### config.mk
export PLATFORM = sky130hd
export DESIGN_NAME = ps2_keyboard_rx
export DESIGN_NICKNAME = d
export VERILOG_FILES = /design/src/logic/ps2_pkg.sv /design/src/logic/ps2_rx_fsm.sv /design/src/logic/ps2_watchdog_timer.sv /design/src/logic/ps2_frame_shifter.sv /design/src/logic/ps2_code_tracker.sv /design/src/logic/ps2_ascii_table.sv /design/src/logic/ps2_keyboard_rx.sv
export SDC_FILE = /design/constraint.sdc
export NUM_CORES = 1
export LEC_CHECK = 0
export ABC_AREA = 1
export ABC_CLOCK_PERIOD_IN_PS = 2500
export BUFFER_PORTS_ARGS = -buffer_cell sky130_fd_sc_hd__buf_2
export CELL_PAD_IN_SITES_DETAIL_PLACEMENT = 1
export CELL_PAD_IN_SITES_GLOBAL_PLACEMENT = 1
export CORE_MARGIN = 5
export CORE_UTILIZATION = 43
export CTS_CLUSTER_DIAMETER = 60
export DETAILED_ROUTE_END_ITERATION = 6
export PLACE_DENSITY_LB_ADDON = 0.25
export SYNTH_ARGS = -nofsm -noshare
export SYNTH_HDL_FRONTEND = slang
export SYNTH_HIERARCHICAL = 1
export SYNTH_SLANG_ARGS = --single-unit
### constraint.sdc
create_clock -name clk -period 2.5 [get_ports clk]
set_clock_uncertainty 0.15 [all_clocks]
set_input_delay 0.5 -clock clk [delete_from_list [all_inputs] [get_ports clk]]
set_output_delay 0.5 -clock clk [all_outputs]
set_load 0.1 [all_outputs]
### src/logic/ps2_pkg.sv
/*
  shared definitions for the ps2 keyboard receiver
  frame size, bit counter and scan-code types, prefix codes,
  shift key codes and the ascii value used for unlisted keys
*/
`default_nettype none

package ps2_pkg;

  // ----------------------------------------------------------
  // frame format
  // ----------------------------------------------------------

  // start bit, eight data bits, parity and stop bit
  localparam int frame_bits = 11;

  typedef logic [3:0] bit_count_t;  // counts 0 up to frame_bits
  typedef logic [7:0] scan_code_t;  // one scan code or one ascii byte

  // ----------------------------------------------------------
  // special scan codes
  // ----------------------------------------------------------

  localparam scan_code_t extend_code      = 8'hE0;  // extended key prefix
  localparam scan_code_t release_code     = 8'hF0;  // key release prefix
  localparam scan_code_t left_shift_code  = 8'h12;
  localparam scan_code_t right_shift_code = 8'h59;

  // ascii '.' stands in for any code the table does not list
  localparam scan_code_t ascii_unknown    = 8'h2E;

endpackage

`default_nettype wire

### src/logic/ps2_rx_fsm.sv
/*
  input flops for the keyboard clock and data lines, and the
  four-state machine that tracks the keyboard clock
*/
`timescale 1ns/1ps
`default_nettype none

module ps2_rx_fsm (
  input  logic clk,
  input  logic reset,
  input  logic ps2_clk_i,
  input  logic ps2_data_i,
  output logic sample_o,      // one cycle per falling keyboard clock edge
  output logic ps2_data_s_o,  // synced data line
  output logic idle_high_o    // keyboard clock sitting high
);

  typedef enum logic [1:0] {
    st_clk_h,  // line high, waiting for a fall
    st_fall,   // falling edge marker
    st_clk_l,  // line low, waiting for a rise
    st_rise    // rising edge marker
  } state_t;

  logic   ps2_clk_s;  // synced keyboard clock
  state_t state;
  state_t state_next;

  // one flop per line, keeps slow edges out of the fsm
  always_ff @(posedge clk)
  begin
    ps2_clk_s    <= ps2_clk_i;
    ps2_data_s_o <= ps2_data_i;
  end

  always_ff @(posedge clk)
  begin
    if (reset)
      state <= st_clk_h;
    else
      state <= state_next;
  end

  always_comb
  begin
    state_next = state;
    case (state)
      st_clk_h:
        if (!ps2_clk_s)
          state_next = st_fall;
      st_fall:
        state_next = st_clk_l;  // markers last exactly one cycle
      st_clk_l:
        if (ps2_clk_s)
          state_next = st_rise;
      st_rise:
        state_next = st_clk_h;
      default:
        state_next = st_clk_h;
    endcase
  end

  assign sample_o    = (state == st_fall);
  assign idle_high_o = (state == st_clk_h);  // watchdog only runs here

endmodule

`default_nettype wire

### src/logic/ps2_watchdog_timer.sv
/*
  idle-line watchdog, flags a frame that stalled with the
  keyboard clock high for too long
*/
`timescale 1ns/1ps
`default_nettype none

module ps2_watchdog_timer #(
  parameter int unsigned watchdog_cycles = 2950  // 60 us at 49.152 MHz
) (
  input  logic clk,
  input  logic reset,
  input  logic idle_high_i,
  output logic expired_o
);

  localparam int cnt_w = $clog2(watchdog_cycles + 1);
  localparam logic [cnt_w-1:0] limit = cnt_w'(watchdog_cycles);

  logic [cnt_w-1:0] count;
  logic             at_limit;

  assign at_limit = (count == limit);

  // saturating count of consecutive idle cycles
  always_ff @(posedge clk)
  begin
    if (reset || !idle_high_i)
      count <= '0;
    else if (!at_limit)
      count <= count + cnt_w'(1);
  end

  // gated by idle so the fall that ends the wait is not treated as expiry
  assign expired_o = at_limit && idle_high_i;

endmodule

`default_nettype wire

### src/logic/ps2_frame_shifter.sv
/*
  frame shift register and bit counter
  signals a complete frame and presents its data byte
*/
`timescale 1ns/1ps
`default_nettype none

module ps2_frame_shifter (
  input  logic                clk,
  input  logic                reset,
  input  logic                sample_i,      // falling keyboard clock edge
  input  logic                ps2_data_s_i,
  input  logic                expired_i,     // watchdog says line went idle
  output logic                frame_done_o,
  output ps2_pkg::scan_code_t code_o
);

  import ps2_pkg::*;

  logic [frame_bits-1:0] frame_q;    // bits arrive lsb first
  bit_count_t            bit_count;

  // ----------------------------------------------------------
  // shift register, payload only
  // ----------------------------------------------------------
  always_ff @(posedge clk)
  begin
    if (sample_i)
      frame_q <= {ps2_data_s_i, frame_q[frame_bits-1:1]};
  end

  // ----------------------------------------------------------
  // bit counter
  // ----------------------------------------------------------
  always_ff @(posedge clk)
  begin
    if (reset || frame_done_o)
      bit_count <= '0;
    else if (expired_i)
      bit_count <= '0;                       // drop a half frame
    else if (sample_i)
      bit_count <= bit_count + bit_count_t'(1);
  end

  assign frame_done_o = (bit_count == bit_count_t'(frame_bits));
  assign code_o       = frame_q[8:1];        // skip start, parity, stop

endmodule

`default_nettype wire

### src/logic/ps2_code_tracker.sv
/*
  prefix holds for extended and release codes, shift key state,
  host output registers and the data-ready flag
*/
`timescale 1ns/1ps
`default_nettype none

module ps2_code_tracker #(
  parameter bit trap_shift_keys = 1'b0  // 1 hides shift presses from the host
) (
  input  logic                clk,
  input  logic                reset,
  input  logic                frame_done_i,
  input  ps2_pkg::scan_code_t code_i,
  input  ps2_pkg::scan_code_t ascii_i,
  input  logic                rx_read_i,
  output ps2_pkg::scan_code_t code_o,
  output logic                shift_on_o,
  output ps2_pkg::scan_code_t rx_scan_code_o,
  output ps2_pkg::scan_code_t rx_ascii_o,
  output logic                rx_extended_o,
  output logic                rx_released_o,
  output logic                rx_shift_key_on_o,
  output logic                rx_data_ready_o
);

  import ps2_pkg::*;

  logic is_extend;
  logic is_release;
  logic is_left;
  logic is_right;
  logic key_event;      // finished frame that is a real key
  logic report;         // key event the host gets to see
  logic hold_extended;
  logic hold_released;
  logic left_shift;
  logic right_shift;

  assign is_extend  = (code_i == extend_code);
  assign is_release = (code_i == release_code);
  assign is_left    = (code_i == left_shift_code);
  assign is_right   = (code_i == right_shift_code);

  assign key_event = frame_done_i && !is_extend && !is_release;
  assign report    = key_event && (!trap_shift_keys || !(is_left || is_right));

  // ----------------------------------------------------------
  // prefix holds, cleared by the key that follows
  // ----------------------------------------------------------
  always_ff @(posedge clk)
  begin
    if (reset || key_event)
    begin
      hold_extended <= 1'b0;
      hold_released <= 1'b0;
    end
    else if (frame_done_i)
    begin
      if (is_extend)
        hold_extended <= 1'b1;
      if (is_release)
        hold_released <= 1'b1;
    end
  end

  // press sets, release clears
  always_ff @(posedge clk)
  begin
    if (reset)
    begin
      left_shift  <= 1'b0;
      right_shift <= 1'b0;
    end
    else if (key_event)
    begin
      if (is_left)
        left_shift <= !hold_released;
      if (is_right)
        right_shift <= !hold_released;
    end
  end

  assign shift_on_o        = left_shift || right_shift;
  assign rx_shift_key_on_o = shift_on_o;
  assign code_o            = code_i;  // table translates with current shift state

  // ----------------------------------------------------------
  // host outputs
  // ----------------------------------------------------------
  always_ff @(posedge clk)
  begin
    if (reset)
    begin
      rx_scan_code_o <= '0;
      rx_ascii_o     <= '0;
      rx_extended_o  <= 1'b0;
      rx_released_o  <= 1'b0;
    end
    else if (report)
    begin
      rx_scan_code_o <= code_i;
      rx_ascii_o     <= ascii_i;
      rx_extended_o  <= hold_extended;
      rx_released_o  <= hold_released;
    end
  end

  // level flag, a new key overrides a pending read
  always_ff @(posedge clk)
  begin
    if (reset)
      rx_data_ready_o <= 1'b0;
    else if (report)
      rx_data_ready_o <= 1'b1;
    else if (rx_read_i)
      rx_data_ready_o <= 1'b0;
  end

endmodule

`default_nettype wire

### src/logic/ps2_ascii_table.sv
/*
  scan code to ascii translation, keyed on shift state and code
*/
`timescale 1ns/1ps
`default_nettype none

module ps2_ascii_table (
  input  ps2_pkg::scan_code_t code_i,
  input  logic                shift_on_i,
  output ps2_pkg::scan_code_t ascii_o
);

  import ps2_pkg::*;

  logic [8:0] key;  // shift in bit 8

  assign key = {shift_on_i, code_i};

  always_comb
  begin
    casez (key)
      // control keys, same either way
      {1'b?, 8'h66}: ascii_o = 8'h08;  // backspace
      {1'b?, 8'h0d}: ascii_o = 8'h09;  // tab
      {1'b?, 8'h5a}: ascii_o = 8'h0d;  // enter
      {1'b?, 8'h76}: ascii_o = 8'h1b;  // esc
      {1'b?, 8'h29}: ascii_o = 8'h20;  // space
      {1'b?, 8'h71}: ascii_o = 8'h7f;  // delete
      // ----------------------------------------------------------
      // punctuation
      // ----------------------------------------------------------
      9'h116: ascii_o = 8'h21;  // !
      9'h152: ascii_o = 8'h22;  // double quote
      9'h126: ascii_o = 8'h23;  // #
      9'h125: ascii_o = 8'h24;  // $
      9'h12e: ascii_o = 8'h25;  // %
      9'h13d: ascii_o = 8'h26;  // &
      9'h052: ascii_o = 8'h27;  // single quote
      9'h146: ascii_o = 8'h28;
      9'h145: ascii_o = 8'h29;
      9'h13e: ascii_o = 8'h2a;  // *
      9'h155: ascii_o = 8'h2b;  // +
      9'h041: ascii_o = 8'h2c;
      9'h04e: ascii_o = 8'h2d;
      9'h049: ascii_o = 8'h2e;  // period
      9'h04a: ascii_o = 8'h2f;  // slash
      9'h14c: ascii_o = 8'h3a;
      9'h04c: ascii_o = 8'h3b;
      9'h141: ascii_o = 8'h3c;  // <
      9'h055: ascii_o = 8'h3d;  // =
      9'h149: ascii_o = 8'h3e;  // >
      9'h14a: ascii_o = 8'h3f;  // ?
      9'h11e: ascii_o = 8'h40;  // @
      9'h054: ascii_o = 8'h5b;  // open bracket
      9'h05d: ascii_o = 8'h5c;  // backslash
      9'h05b: ascii_o = 8'h5d;  // close bracket
      9'h136: ascii_o = 8'h5e;  // caret
      9'h14e: ascii_o = 8'h5f;  // underscore
      9'h00e: ascii_o = 8'h60;  // backtick
      9'h154: ascii_o = 8'h7b;  // open brace
      9'h15d: ascii_o = 8'h7c;  // pipe
      9'h15b: ascii_o = 8'h7d;  // close brace
      9'h10e: ascii_o = 8'h7e;  // tilde
      // digits, unshifted only
      9'h045: ascii_o = 8'h30;
      9'h016: ascii_o = 8'h31;
      9'h01e: ascii_o = 8'h32;
      9'h026: ascii_o = 8'h33;
      9'h025: ascii_o = 8'h34;
      9'h02e: ascii_o = 8'h35;
      9'h036: ascii_o = 8'h36;
      9'h03d: ascii_o = 8'h37;
      9'h03e: ascii_o = 8'h38;
      9'h046: ascii_o = 8'h39;
      // ----------------------------------------------------------
      // letters, upper case with shift and lower case without
      // ----------------------------------------------------------
      9'h11c: ascii_o = 8'h41;  // A
      9'h132: ascii_o = 8'h42;
      9'h121: ascii_o = 8'h43;
      9'h123: ascii_o = 8'h44;
      9'h124: ascii_o = 8'h45;
      9'h12b: ascii_o = 8'h46;
      9'h134: ascii_o = 8'h47;
      9'h133: ascii_o = 8'h48;
      9'h143: ascii_o = 8'h49;
      9'h13b: ascii_o = 8'h4a;
      9'h142: ascii_o = 8'h4b;
      9'h14b: ascii_o = 8'h4c;
      9'h13a: ascii_o = 8'h4d;
      9'h131: ascii_o = 8'h4e;
      9'h144: ascii_o = 8'h4f;
      9'h14d: ascii_o = 8'h50;
      9'h115: ascii_o = 8'h51;
      9'h12d: ascii_o = 8'h52;
      9'h11b: ascii_o = 8'h53;
      9'h12c: ascii_o = 8'h54;
      9'h13c: ascii_o = 8'h55;
      9'h12a: ascii_o = 8'h56;
      9'h11d: ascii_o = 8'h57;
      9'h122: ascii_o = 8'h58;
      9'h135: ascii_o = 8'h59;
      9'h11a: ascii_o = 8'h5a;  // Z
      9'h01c: ascii_o = 8'h61;  // a
      9'h032: ascii_o = 8'h62;
      9'h021: ascii_o = 8'h63;
      9'h023: ascii_o = 8'h64;
      9'h024: ascii_o = 8'h65;
      9'h02b: ascii_o = 8'h66;
      9'h034: ascii_o = 8'h67;
      9'h033: ascii_o = 8'h68;
      9'h043: ascii_o = 8'h69;
      9'h03b: ascii_o = 8'h6a;
      9'h042: ascii_o = 8'h6b;
      9'h04b: ascii_o = 8'h6c;
      9'h03a: ascii_o = 8'h6d;
      9'h031: ascii_o = 8'h6e;
      9'h044: ascii_o = 8'h6f;
      9'h04d: ascii_o = 8'h70;
      9'h015: ascii_o = 8'h71;
      9'h02d: ascii_o = 8'h72;
      9'h01b: ascii_o = 8'h73;
      9'h02c: ascii_o = 8'h74;
      9'h03c: ascii_o = 8'h75;
      9'h02a: ascii_o = 8'h76;
      9'h01d: ascii_o = 8'h77;
      9'h022: ascii_o = 8'h78;
      9'h035: ascii_o = 8'h79;
      9'h01a: ascii_o = 8'h7a;  // z
      default: ascii_o = ascii_unknown;
    endcase
  end

endmodule

`default_nettype wire

### src/logic/ps2_keyboard_rx.sv
/*
  receive-only ps2 keyboard interface, top level
  clock tracking fsm, watchdog, frame shifter, code tracker, ascii table
*/
`timescale 1ns/1ps
`default_nettype none

module ps2_keyboard_rx #(
  parameter int unsigned watchdog_cycles = 2950,  // idle clk cycles before a frame is dropped
  parameter bit          trap_shift_keys = 1'b0
) (
  input  logic                clk,
  input  logic                reset,
  input  logic                ps2_clk_i,
  input  logic                ps2_data_i,
  input  logic                rx_read_i,
  output ps2_pkg::scan_code_t rx_scan_code_o,
  output ps2_pkg::scan_code_t rx_ascii_o,
  output logic                rx_extended_o,
  output logic                rx_released_o,
  output logic                rx_shift_key_on_o,
  output logic                rx_data_ready_o
);

  import ps2_pkg::*;

  logic       sample;       // falling edge strobe
  logic       ps2_data_s;
  logic       idle_high;
  logic       expired;
  logic       frame_done;
  scan_code_t frame_code;   // byte from the shifter
  scan_code_t table_code;   // byte into the ascii table
  logic       shift_on;
  scan_code_t ascii;

  ps2_rx_fsm u_ps2_rx_fsm (
    .clk          (clk),
    .reset        (reset),
    .ps2_clk_i    (ps2_clk_i),
    .ps2_data_i   (ps2_data_i),
    .sample_o     (sample),
    .ps2_data_s_o (ps2_data_s),
    .idle_high_o  (idle_high)
  );

  ps2_watchdog_timer #(
    .watchdog_cycles (watchdog_cycles)
  ) u_ps2_watchdog_timer (
    .clk         (clk),
    .reset       (reset),
    .idle_high_i (idle_high),
    .expired_o   (expired)
  );

  ps2_frame_shifter u_ps2_frame_shifter (
    .clk          (clk),
    .reset        (reset),
    .sample_i     (sample),
    .ps2_data_s_i (ps2_data_s),
    .expired_i    (expired),
    .frame_done_o (frame_done),
    .code_o       (frame_code)
  );

  ps2_code_tracker #(
    .trap_shift_keys (trap_shift_keys)
  ) u_ps2_code_tracker (
    .clk               (clk),
    .reset             (reset),
    .frame_done_i      (frame_done),
    .code_i            (frame_code),
    .ascii_i           (ascii),
    .rx_read_i         (rx_read_i),
    .code_o            (table_code),
    .shift_on_o        (shift_on),
    .rx_scan_code_o    (rx_scan_code_o),
    .rx_ascii_o        (rx_ascii_o),
    .rx_extended_o     (rx_extended_o),
    .rx_released_o     (rx_released_o),
    .rx_shift_key_on_o (rx_shift_key_on_o),
    .rx_data_ready_o   (rx_data_ready_o)
  );

  ps2_ascii_table u_ps2_ascii_table (
    .code_i     (table_code),
    .shift_on_i (shift_on),
    .ascii_o    (ascii)
  );

endmodule

`default_nettype wire

==> results of run 1 <==
metal layers:
layer	vias to the layer above	wire, µm	global-route usage, %
li1	2464	-	-
met1	2445	6977	32.09
met2	220	7873	42.76
met3	58	1196	4.640
met4	0	651	9.688
met5	-	0	0
worst min-delay path by stage:
stage          depth (start not counted)                                         to                               from  slack [ns]
2_1_floorplan                          0  u_ps2_frame_shifter/frame_q[10]$_DFFE_PP_  u_ps2_rx_fsm/ps2_data_s_o$_DFF_P_        0.24
6_report                               1             u_ps2_rx_fsm/ps2_clk_s$_DFF_P_                          ps2_clk_i        0.13
3_5_place_dp                           0  u_ps2_frame_shifter/frame_q[10]$_DFFE_PP_  u_ps2_rx_fsm/ps2_data_s_o$_DFF_P_        0.24
5_1_grt                                1             u_ps2_rx_fsm/ps2_clk_s$_DFF_P_                          ps2_clk_i        0.11
4_1_cts                                1             u_ps2_rx_fsm/ps2_clk_s$_DFF_P_                          ps2_clk_i        0.12
3_3_place_gp                           0  u_ps2_frame_shifter/frame_q[10]$_DFFE_PP_  u_ps2_rx_fsm/ps2_data_s_o$_DFF_P_        0.24
worst max-delay path, cell delays in order, from the launching register on:
cell and delay (ns):
sky130_fd_sc_hd__edfxtp_1 0.53, sky130_fd_sc_hd__inv_2 0.19, sky130_fd_sc_hd__nand2_4 0.10, sky130_fd_sc_hd__buf_6 0.14, sky130_fd_sc_hd__nor2_4 0.29, sky130_fd_sc_hd__nand3_2 0.15
sky130_fd_sc_hd__nand2_1 0.08, sky130_fd_sc_hd__nor2_1 0.04, sky130_fd_sc_hd__nand2_1 0.11, sky130_fd_sc_hd__nor2_2 0.07, sky130_fd_sc_hd__nand2_1 0.09, sky130_fd_sc_hd__nor2_1 0.05
sky130_fd_sc_hd__nand2_1 0.11, sky130_fd_sc_hd__nand2_1 0.10, sky130_fd_sc_hd__nand3_2 0.09, sky130_fd_sc_hd__a21oi_2 0.06
power by group:
group          switching, µW  internal (µW)  total (µW)
clock network            305            200         505
registers               99.4            993        1090
logic                   1000            474        1480
total                   1410           1670        3070
placed cells by master, fill, tap and decap left out, types with 17 or more instances in the layout:
master and n:
sky130_fd_sc_hd__buf_4 39, sky130_fd_sc_hd__nor2_1 108, sky130_fd_sc_hd__nand2_1 216, sky130_fd_sc_hd__buf_2 24, sky130_fd_sc_hd__nor2_4 17, sky130_fd_sc_hd__nand3_1 96
sky130_fd_sc_hd__a21oi_1 34, sky130_fd_sc_hd__nand4_1 17, sky130_fd_sc_hd__nand2_2 19, sky130_fd_sc_hd__inv_1 51, sky130_fd_sc_hd__nor2_2 22, sky130_fd_sc_hd__dfxtp_1 43
Yosys cell counts (all sizes together):
master and n:
nand2 243, nor2 146, nand3 105, inv 57, dfxtp 43, a21oi 37, buf 36, nand4 17
o21ai 16, edfxtp 10, nor3 8, ha 7, nand3b 5, clkbuf 4, and2 2, and3 2
xnor2 2, a22oi 1, conb 1, o2111ai 1, o211ai 1, xor2 1
repair_timing:
| item | 4_1_cts | 5_1_grt |
|---|---|---|
| hold buffers | 0 | 0 |
| cloned | 0 | 2 |
| buffers inserted | 0 | 9 |
| resized for setup | 13 | 64 |
| pin swaps | 0 | 13 |
| setup endpoints to repair | 7 | 7 |
registers in the layout (all words and copies together) (netlist names), 2 cells and up:
signal,flops
u_ps2_frame_shifter/bit_count,4
u_ps2_watchdog_timer/count,12
u_ps2_code_tracker/rx_ascii_o,8
u_ps2_frame_shifter/frame_q,10
u_ps2_rx_fsm/state,2
u_ps2_code_tracker/rx_scan_code_o,8
metrics by stage:
| step | utilization [%] | total power, µW | hold WS [ns] | instance area, µm² |
|---|---|---|---|---|
| floorplan | - | 1942 | 0.2355 | 4360 |
| global placement | 47.81 | 2236 | 0.2353 | 4695 |
| detailed placement | 47.81 | 2293 | 0.2402 | 4695 |
| CTS | 49.17 | 2846 | 0.1189 | 4828 |
| global route | 52.18 | 3267 | 0.1056 | 5124 |
| finish | 52.18 | 3075 | 0.1314 | 5124 |
cell type report:
cell class              instances  share of cell area, %
clock buffers                   5                  1.343
inverters                      57                  4.176
flip-flops and latches         53                  22.66
repair buffers                 72                  10.48
multi-input cells             596                  57.68
well taps                     133                  3.248
clock inverters                 3                 0.4151
logic make-up (layout without fill, tap and decap cells):
logic type | Yosys count | after routing | share of synthesized area (%)
XOR/XNOR | 3 | 3 | 0.6030
AND/OR/NAND/NOR | 528 | 529 | 52.63
AO/OA/AOI/OAI | 56 | 56 | 6.805
flip-flops | 53 | 53 | 26.64
other | 1 | 1 | 0.08605
adder cells (fa/ha/maj) | 7 | 7 | 2.010
buffers and inverters | 97 | 137 | 11.23
==> impl_metrics.csv, run 1 <==
group,metric,value,unit
run_status,run_status,"finished clean",
critical_path,critical_path_at,2.51,ns
layout,final_net_count,797,
pwr,vdd.ir_drop.worst,0.0004340,V
logic_synthesis,netlist_area,0.004358,mm²
layout,fillCellCount,1447,
global_routing,grt_usage,25.37,%
clock_network,clkSlewWorstSetupHoldPaths,0.10,ns
place,gp_congestion,1.033,
critical_path,worst_reg2reg_path_depth,15,
place,hpwl_dp,12680,µm
die,die_x,110.7,µm
clock_network,cts_tree,"built",
logic_synthesis,ys_ff_latch,53,
clock_network,clock_tree.htree_level_count,2,
logic_synthesis,synth_area_per_cell,5.850,µm²
layout,ff_latch_area,0.001161,mm²
routing,drt_drc_violations_left,0,
sta,final_critical_path_setup_slack,0.03311,ns
global_routing,number_of_global_route_vias_before_repair,5136,
sta,hold_viol_final,0,
clock_network,clkSinkCount,53,
hold_path,holdCritPathClass,"in2reg",
pwr,power-per-cell-area,600.1,mW/mm²
die,boundaryPins,25,
logic_synthesis,synthCells,745,
layout,n_antenna_cell,0,
logic_synthesis,area_share_of_the_largest_cell_type_after_synthesis,20.33,%
sta,setup_total_negative_slack,0,ns
logic_synthesis,ys_top_cells_by_area,"sky130_fd_sc_hd__nand2_1 (20%), sky130_fd_sc_hd__dfxtp_1 (20%), sky130_fd_sc_hd__nand3_1 (12%)",
logic_synthesis,synth_top_area_cell,"sky130_fd_sc_hd__nand2_1",
routing,route.antenna.remaining_nets,0,
clock_network,insertion_delay,0.31,ns
critical_path,rrSetupSlack,0.03,ns
critical_path,worst_r2r_startpoint,"u_ps2_frame_shifter/frame_q[2]$_DFFE_PP_",
clock_network,clk_root_buffer_cell,"sky130_fd_sc_hd__clkbuf_8",
critical_path,endpoint_kind,"flip-flop",
sta,maxSlewViolCount,0,
routing,drt-total-wl,16700,µm
critical_path,reg2reg_to,"u_ps2_code_tracker/rx_ascii_o[5]$_SDFFE_PP0P_",
global_routing,residual_overflow_from_global_routing,0,
sta,setup-violations-final,0,
logic_synthesis,synth_seq_area_share,26.64,%
layout,combined_area_of_the_multi_input_logic_cells,0.002955,mm²
die,floorplan.die.height,110.7,µm
critical_path,cp-startpoint,"u_ps2_frame_shifter/frame_q[2]$_DFFE_PP_",
critical_path,timing.setup.critical_path_class,"reg2reg",
place,place_worst_setup_slack,-0.2503,ns
layout,post_route_cells_drive_above_1_share,21.12,%
die,floorplan.core_area,0.009819,mm²
global_routing,grt_antenna_before_repair,0,
global_routing,grt_pass1_wl,25630,µm
layout,final_cell_count_no_fill,919,
run,reported_max_cap_violation_count,0,
sta,rsz0062_at_grt,"true",
place,dpl.cell_count,900,
routing,drt-vias-per-instance,5.644,
die,design.die.area,0.01225,mm²
global_routing,largest_net_degree_at_the_start_of_global_routing,40,
routing,dr_total_vias,5187,
logic_synthesis,mappedNetlistNets,757,
die,rows,36,
layout,areaGrowthSynthToFinish,17.57,%
routing,wl_per_cell,18.17,µm
sta,final_min_period_over_clock_period,98.68,%
critical_path,start_kind,"flip-flop",
routing,drtIter0Drc,437,
pwr,leakage,0.002548,µW
logic_synthesis,synth_warnings,6,
place,io_buffer_count,24,
die,start_util,44.38,%
logic_synthesis,yosys.cell_types.count,35,
sta,final_period_minus_worst_setup_slack,2.467,ns
routing,drt_first_pass_iters,5,
critical_path,critical_path_data_required_time,2.54,ns
critical_path,path_max_fanout,8,
clock_network,clock_path_buffers,2,
clock_network,number_of_buffers_created_by_cts,5,
sta,fmaxAchievable,0.4054,GHz
critical_path,critPathCapture,"u_ps2_code_tracker/rx_ascii_o[5]$_SDFFE_PP0P_",
Power figures use the tool's default switching activity.
==> run 2, diff against run 1 <==
- CORE_ASPECT_RATIO: not set -> 0.8
==> impl_metrics.csv, run 2 (synthesis results as in run 1) <==
group,metric,value,unit
run,reported_max_cap_violation_count,0,
critical_path,worst_reg2reg_path_depth,13,
critical_path,endpoint_kind,"flip-flop",
clock_network,clock_tree.htree_level_count,2,
pwr,vdd.ir_drop.worst,0.0006432,V
global_routing,number_of_global_route_vias_before_repair,5138,
layout,top_register,"u_ps2_watchdog_timer/count",
clock_network,clkSlewWorstSetupHoldPaths,0.08,ns
clock_network,cts_tree,"built",
layout,post_route_cells_drive_above_1_share,18.45,%
pwr,leakage,0.002561,µW
sta,setup-violations-final,0,
layout,n_antenna_cell,0,
hold_path,hold_end,"u_ps2_rx_fsm/ps2_data_s_o$_DFF_P_",
clock_network,number_of_buffers_created_by_cts,5,
sta,fmaxAchievable,0.4155,GHz
clock_network,clkSinkCount,53,
clock_network,insertion_delay,0.30,ns
global_routing,largest_net_degree_at_the_start_of_global_routing,39,
critical_path,timing.setup.critical_path_class,"reg2reg",
layout,max_ffs_per_register,12,
place,dpl.cell_count,905,
routing,route.antenna.remaining_nets,0,
critical_path,worst_r2r_startpoint,"u_ps2_frame_shifter/frame_q[8]$_DFFE_PP_",
hold_path,holdCritPathClass,"in2reg",
hold_path,hold_path_startpoint,"ps2_data_i",
global_routing,grt_pass1_wl,26050,µm
sta,whs,0.1428,ns
critical_path,critical_path_data_required_time,2.58,ns
place,hpwl_dp,12590,µm
routing,dr_total_vias,5119,
critical_path,rrSetupSlack,0.09,ns
global_routing,residual_overflow_from_global_routing,0,
clock_network,clk_root_buffer_cell,"sky130_fd_sc_hd__clkbuf_16",
die,rows,32,
global_routing,grt_usage,26.68,%
routing,wl_per_cell,18.20,µm
sta,slew_headroom,49.48,%
pwr,power-per-cell-area,634.1,mW/mm²
place,io_buffer_count,24,
layout,areaGrowthSynthToFinish,17.14,%
sta,hold_viol_final,0,
routing,drtIter0Drc,444,
critical_path,cp-startpoint,"u_ps2_frame_shifter/frame_q[8]$_DFFE_PP_",
die,floorplan.die.height,100.0,µm
routing,drt_first_pass_iters,5,
layout,final_util,52.25,%
layout,top_regs,"u_ps2_watchdog_timer/count (12), u_ps2_frame_shifter/frame_q (10)",
layout,layout.cells.most_common,"sky130_fd_sc_hd__nand2_1",
layout,final_cell_count_no_fill,922,
place,gp_congestion,1.058,
sta,final_period_minus_worst_setup_slack,2.407,ns
layout,final_cell_mix,"sky130_fd_sc_hd__nand2_1 (227), sky130_fd_sc_hd__nor2_1 (109), sky130_fd_sc_hd__nand3_1 (102)",
clock_network,clock_path_buffers,2,
routing,drt_drc_violations_left,0,
sta,worst-slew-pin-transition,0.7578,ns
hold_path,hold_depth,1,
sta,maxSlewViolCount,0,
sta,final_min_period_over_clock_period,96.27,%
critical_path,reg2reg_to,"u_ps2_code_tracker/rx_ascii_o[5]$_SDFFE_PP0P_",
die,design.die.area,0.01226,mm²
clock_network,holdBufCountCts,0,
layout,final_net_count,797,
routing,drt-vias-per-instance,5.552,
critical_path,critical_path_at,2.49,ns
run_status,run_status,"finished clean",
die,floorplan.core_area,0.009769,mm²
die,die_x,122.6,µm
die,start_util,44.61,%
die,boundaryPins,25,
global_routing,grt_antenna_before_repair,0,
critical_path,path_max_fanout,7,
routing,drt-total-wl,16780,µm
critical_path,start_kind,"flip-flop",
## run 2: cell count changes in the layout (fill, tap and decap cells not counted), sizes merged
cell,delta
buf,+2
clkbuf,-1
nor2,-1
clkinvlp,-1
inv,+1
## run 2: power by group
group / internal (µW) / switching (µW) / total (µW)
clock network: 385 / 356 / 741
logic: 464 / 937 / 1400
registers: 994 / 101 / 1090
## run 2: what timing repair did
item | 4_1_cts | 5_1_grt
setup buffers | 0 | 9
setup endpoints to repair | 4 | 7
pin swaps | 0 | 1
gates resized for setup | 3 | 34
## run 2: metrics by stage
stage          total power [µW]  setup TNS, ns  instance area, µm²  setup WS (ns)
6_report                   3237              0                5105        0.09323
5_1_grt                    3428        -0.2469                5105       -0.06221
4_1_cts                    3077              0                4937        0.01757
3_5_place_dp               2324       -0.01203                4776       -0.01203
3_3_place_gp               2248       -0.03155                4776       -0.01095
2_1_floorplan              1942              0                4360        0.07731
## run 2: layout make-up
| cell class | count | area, µm² |
|---|---|---|
| fill | 1414 | 4664 |
| multi-input combinational | 595 | 2818 |
| sequential | 53 | 1161 |
| timing repair buffer | 73 | 588.1 |
| inverter | 57 | 214.0 |
| tap | 136 | 170.2 |
| clock buffer | 5 | 125.1 |
| clock inverter | 3 | 28.78 |
## run 2: critical path, stage by stage, from the launching register on
cell,delay [ns]
sky130_fd_sc_hd__edfxtp_1,0.44
sky130_fd_sc_hd__buf_4,0.20
sky130_fd_sc_hd__nor2_2,0.19
sky130_fd_sc_hd__nand2_1,0.15
sky130_fd_sc_hd__nor2_2,0.24
sky130_fd_sc_hd__nand2_1,0.15
sky130_fd_sc_hd__and2_1,0.21
sky130_fd_sc_hd__nand3_1,0.11
sky130_fd_sc_hd__nor2_1,0.06
sky130_fd_sc_hd__nand2_1,0.07
sky130_fd_sc_hd__nor2_1,0.05
sky130_fd_sc_hd__nand2_1,0.06
sky130_fd_sc_hd__nand3_1,0.09
sky130_fd_sc_hd__a21oi_1,0.15
## run 2: worst max path at each step
stage / endpoint / slack, ns / cells past startpoint
floorplan: u_ps2_code_tracker/rx_ascii_o[5]$_SDFFE_PP0P_ / 0.08 / 15
global placement: u_ps2_code_tracker/rx_ascii_o[3]$_SDFFE_PP0P_ / -0.01 / 14
detailed placement: u_ps2_code_tracker/rx_ascii_o[5]$_SDFFE_PP0P_ / -0.01 / 14
CTS: u_ps2_code_tracker/rx_ascii_o[5]$_SDFFE_PP0P_ / 0.02 / 14
global route: u_ps2_code_tracker/rx_ascii_o[2]$_SDFFE_PP0P_ / -0.06 / 15
finish: u_ps2_code_tracker/rx_ascii_o[5]$_SDFFE_PP0P_ / 0.09 / 13
## run 2: layer usage
metal	GRT usage, %	wire, µm	vias to the layer above
li1	-	-	2467
met1	37.02	7484	2418
met2	42.57	7627	192
met3	4.901	1238	42
met4	7.315	432	0
met5	0	0	-
==> run 3, diff against run 2 <==
- SYNTH_HIERARCHICAL: 1 -> not set
==> impl_metrics.csv, run 3 <==
group,metric,value,unit
run_status,run_status,"finished clean",
die,design.die.area,0.01133,mm²
critical_path,critical-path-slowest-cell,"sky130_fd_sc_hd__edfxtp_1",
sta,final_min_period_over_clock_period,95.86,%
critical_path,cp.buffers_inverters,2,
layout,final_cell_count_no_fill,844,
layout,final_cell_mix,"sky130_fd_sc_hd__nand2_1 (215), sky130_fd_sc_hd__nand3_1 (100), sky130_fd_sc_hd__nor2_1 (94)",
clock_network,clock_tree.htree_level_count,2,
global_routing,grt_usage,29.30,%
critical_path,endpoint_kind,"flip-flop",
global_routing,largest_net_degree_at_the_start_of_global_routing,52,
routing,drt_drc_violations_left,0,
critical_path,path_max_fanout,17,
clock_network,number_of_buffers_created_by_cts,5,
logic_synthesis,ys_top_cells_by_area,"sky130_fd_sc_hd__dfxtp_1 (21%), sky130_fd_sc_hd__nand2_1 (20%), sky130_fd_sc_hd__nand3_1 (13%)",
sta,final_period_minus_worst_setup_slack,2.396,ns
place,place_worst_setup_slack,-0.01902,ns
sta,slew_headroom,58.65,%
sta,rsz0062_at_grt,"true",
sta,setup_total_negative_slack,0,ns
critical_path,path_common_cell,"sky130_fd_sc_hd__nand2_1",
critical_path,ordered_cell_list_for_the_critical_path,"inv_1 > nand2_1 > nor2_4 > buf_4 > nand3_1 > nand2_1 > nor2_1 > nand2_1 > nor2_4 > nand2_1 > nor2_2 > nand2_2 > a21oi_2",
logic_synthesis,yosys.cell_types.count,38,
layout,layout.cells.most_common,"sky130_fd_sc_hd__nand2_1",
routing,route.antenna.remaining_nets,0,
die,boundaryPins,25,
layout,fillCellCount,1286,
place,gp_congestion,1.021,
clock_network,clock_path_buffers,2,
global_routing,residual_overflow_from_global_routing,0,
layout,final_design_area_no_fill,0.004728,mm²
place,hpwl_dp,12870,µm
logic_synthesis,synth_enable_flop_cells,10,
clock_network,cts_tree,"built",
place,io_buffer_count,23,
place,placedInstanceArea,0.004506,mm²
clock_network,clk_root_buffer_cell,"sky130_fd_sc_hd__clkbuf_16",
critical_path,worst_reg2reg_path_depth,13,
critical_path,critical_path_at,2.43,ns
layout,final_net_count,740,
sta,final_critical_path_setup_slack,0.1036,ns
hold_path,hold_depth,1,
layout,areaGrowthSynthToFinish,18.32,%
logic_synthesis,library_cell_with_the_highest_instance_count_after_synthesis,"sky130_fd_sc_hd__nand2_1",
critical_path,start_kind,"flip-flop",
clock_network,insertion_delay,0.30,ns
critical_path,worst_path_largest_cell_delay,0.47,ns
global_routing,grt_antenna_before_repair,0,
pwr,leakage,0.002515,µW
routing,dr_total_vias,4930,
routing,drt_first_pass_iters,6,
critical_path,critical_path_data_required_time,2.53,ns
place,dpl.cell_count,834,
die,rows,31,
sta,maxSlewViolCount,0,
die,die_x,117.8,µm
routing,drt-total-wl,16900,µm
logic_synthesis,mappedNetlistNets,691,
layout,top_regs,"u_ps2_watchdog_timer.count (12), u_ps2_frame_shifter.frame_q (10), u_ps2_code_tracker.rx_scan_code_o (8)",
layout,max_ffs_per_register,12,
clock_network,clkSlewWorstSetupHoldPaths,0.07,ns
sta,worst-slew-pin-transition,0.6196,ns
clock_network,clkSinkCount,52,
logic_synthesis,asyncSetResetFlopFracSynth,0,%
sta,setup-violations-final,0,
sta,fmaxAchievable,0.4173,GHz
layout,combined_area_of_the_multi_input_logic_cells,0.002592,mm²
clock_network,holdBufCountCts,0,
logic_synthesis,area_share_of_the_largest_cell_type_after_synthesis,21.04,%
routing,drtIter0Drc,517,
sta,hold_viol_final,0,
pwr,vdd.ir_drop.worst,0.0003671,V
logic_synthesis,synthCells,679,
logic_synthesis,synth_top_area_cell,"sky130_fd_sc_hd__dfxtp_1",
routing,drt-vias-per-instance,5.841,
global_routing,number_of_global_route_vias_before_repair,4841,
die,floorplan.core_area,0.009076,mm²
run,reported_max_cap_violation_count,0,
logic_synthesis,netlist_area,0.003996,mm²
hold_path,holdCritPathClass,"in2reg",
routing,wl_per_cell,20.02,µm
critical_path,timing.setup.critical_path_class,"reg2reg",
layout,post_route_cells_drive_above_1_share,16.87,%
die,start_util,44.03,%
global_routing,grt_pass1_wl,26150,µm
logic_synthesis,synth_warnings,0,
critical_path,critPathTopFamily,"simple AND/OR/NAND/NOR gates",
logic_synthesis,yosys-top-cells-count,"sky130_fd_sc_hd__nand2_1 (216), sky130_fd_sc_hd__nor2_1 (106), sky130_fd_sc_hd__nand3_1 (101)",
layout,n_antenna_cell,0,
critical_path,crit_cells,13,
layout,ff_latch_area,0.001141,mm²
pwr,power-per-cell-area,511.2,mW/mm²
logic_synthesis,synth_area_per_cell,5.886,µm²
logic_synthesis,ys_ff_latch,52,
logic_synthesis,synth_top_flop_cell,"sky130_fd_sc_hd__dfxtp_1",
layout,top_register,"u_ps2_watchdog_timer.count",
logic_synthesis,synth_seq_area_share,28.55,%
pwr,power.total,2417,µW
die,floorplan.die.height,96.23,µm
run 3: what timing repair did:
action,CTS,global route
buffers inserted,0,1
setup endpoints to repair,12,16
cloned,0,1
pin swaps,0,0
endpoints found under the hold margin,0,0
gates resized for setup,2,21
run 3: path summary, 6_finish.rpt:
path	start	end	slack, ns
max	u_ps2_frame_shifter.frame_q[5]$_DFFE_PN_	u_ps2_code_tracker.rx_ascii_o[3]$_SDFFE_PP0P_	0.10
max reg2reg	u_ps2_frame_shifter.frame_q[5]$_DFFE_PN_	u_ps2_code_tracker.rx_ascii_o[3]$_SDFFE_PP0P_	0.10
min reg2reg	u_ps2_rx_fsm.ps2_data_s_o$_DFF_P_	u_ps2_frame_shifter.frame_q[10]$_DFFE_PN_	0.26
min	ps2_data_i	u_ps2_rx_fsm.ps2_data_s_o$_DFF_P_	0.16
run 3: worst register-to-register path: stages (launching register included):
cell and delay [ns]:
sky130_fd_sc_hd__edfxtp_1 0.47, sky130_fd_sc_hd__inv_1 0.17, sky130_fd_sc_hd__nand2_1 0.12, sky130_fd_sc_hd__nor2_4 0.41
sky130_fd_sc_hd__buf_4 0.24, sky130_fd_sc_hd__nand3_1 0.07, sky130_fd_sc_hd__nand2_1 0.10, sky130_fd_sc_hd__nor2_1 0.05
sky130_fd_sc_hd__nand2_1 0.12, sky130_fd_sc_hd__nor2_4 0.07, sky130_fd_sc_hd__nand2_1 0.09, sky130_fd_sc_hd__nor2_2 0.05
sky130_fd_sc_hd__nand2_2 0.12, sky130_fd_sc_hd__a21oi_2 0.08
run 3: report_power, final:
group          internal (µW)  switching [µW]
logic                    238             516
clock network            365             312
registers                930            56.7
run 3: cell families (layout without fill, tap and decap cells):
kind of cell	after synthesis	in the layout	share of synthesized area [%]
AO/OA/AOI/OAI	60	60	8.234
AND/OR/NAND/NOR	480	480	52.04
multiplexers	1	1	0.2505
flip-flops	52	52	28.55
buffers and inverters	76	126	8.203
adder cells (fa/ha/maj)	7	7	2.192
other	1	1	0.09384
XOR/XNOR	2	2	0.4384
run 3: metrics by stage:
step                util, %  hold WS [ns]
floorplan                 -        0.2355
global placement      49.64        0.2498
detailed placement    49.64        0.2469
CTS                   51.24        0.1483
global route          52.10        0.1452
finish                52.10        0.1569
run 3: routing by layer:
| metal | track usage [%] | up-vias | share of wire (%) |
|---|---|---|---|
| met3 | 7.991 | 30 | 9.5 |
| li1 | - | 2310 | - |
| met1 | 41.25 | 2383 | 46 |
| met4 | 6.208 | 0 | 1.8 |
| met2 | 45.01 | 207 | 42 |
| met5 | 0 | - | 0 |
run 3: layout make-up:
type	count	area share, %
clock buffers	5	2.646
clock inverters	3	0.2911
inverters	52	4.207
multi-input cells	551	54.83
flip-flops and latches	52	24.13
well taps	115	3.043
repair buffers	65	10.69
repair inverters	1	0.1588
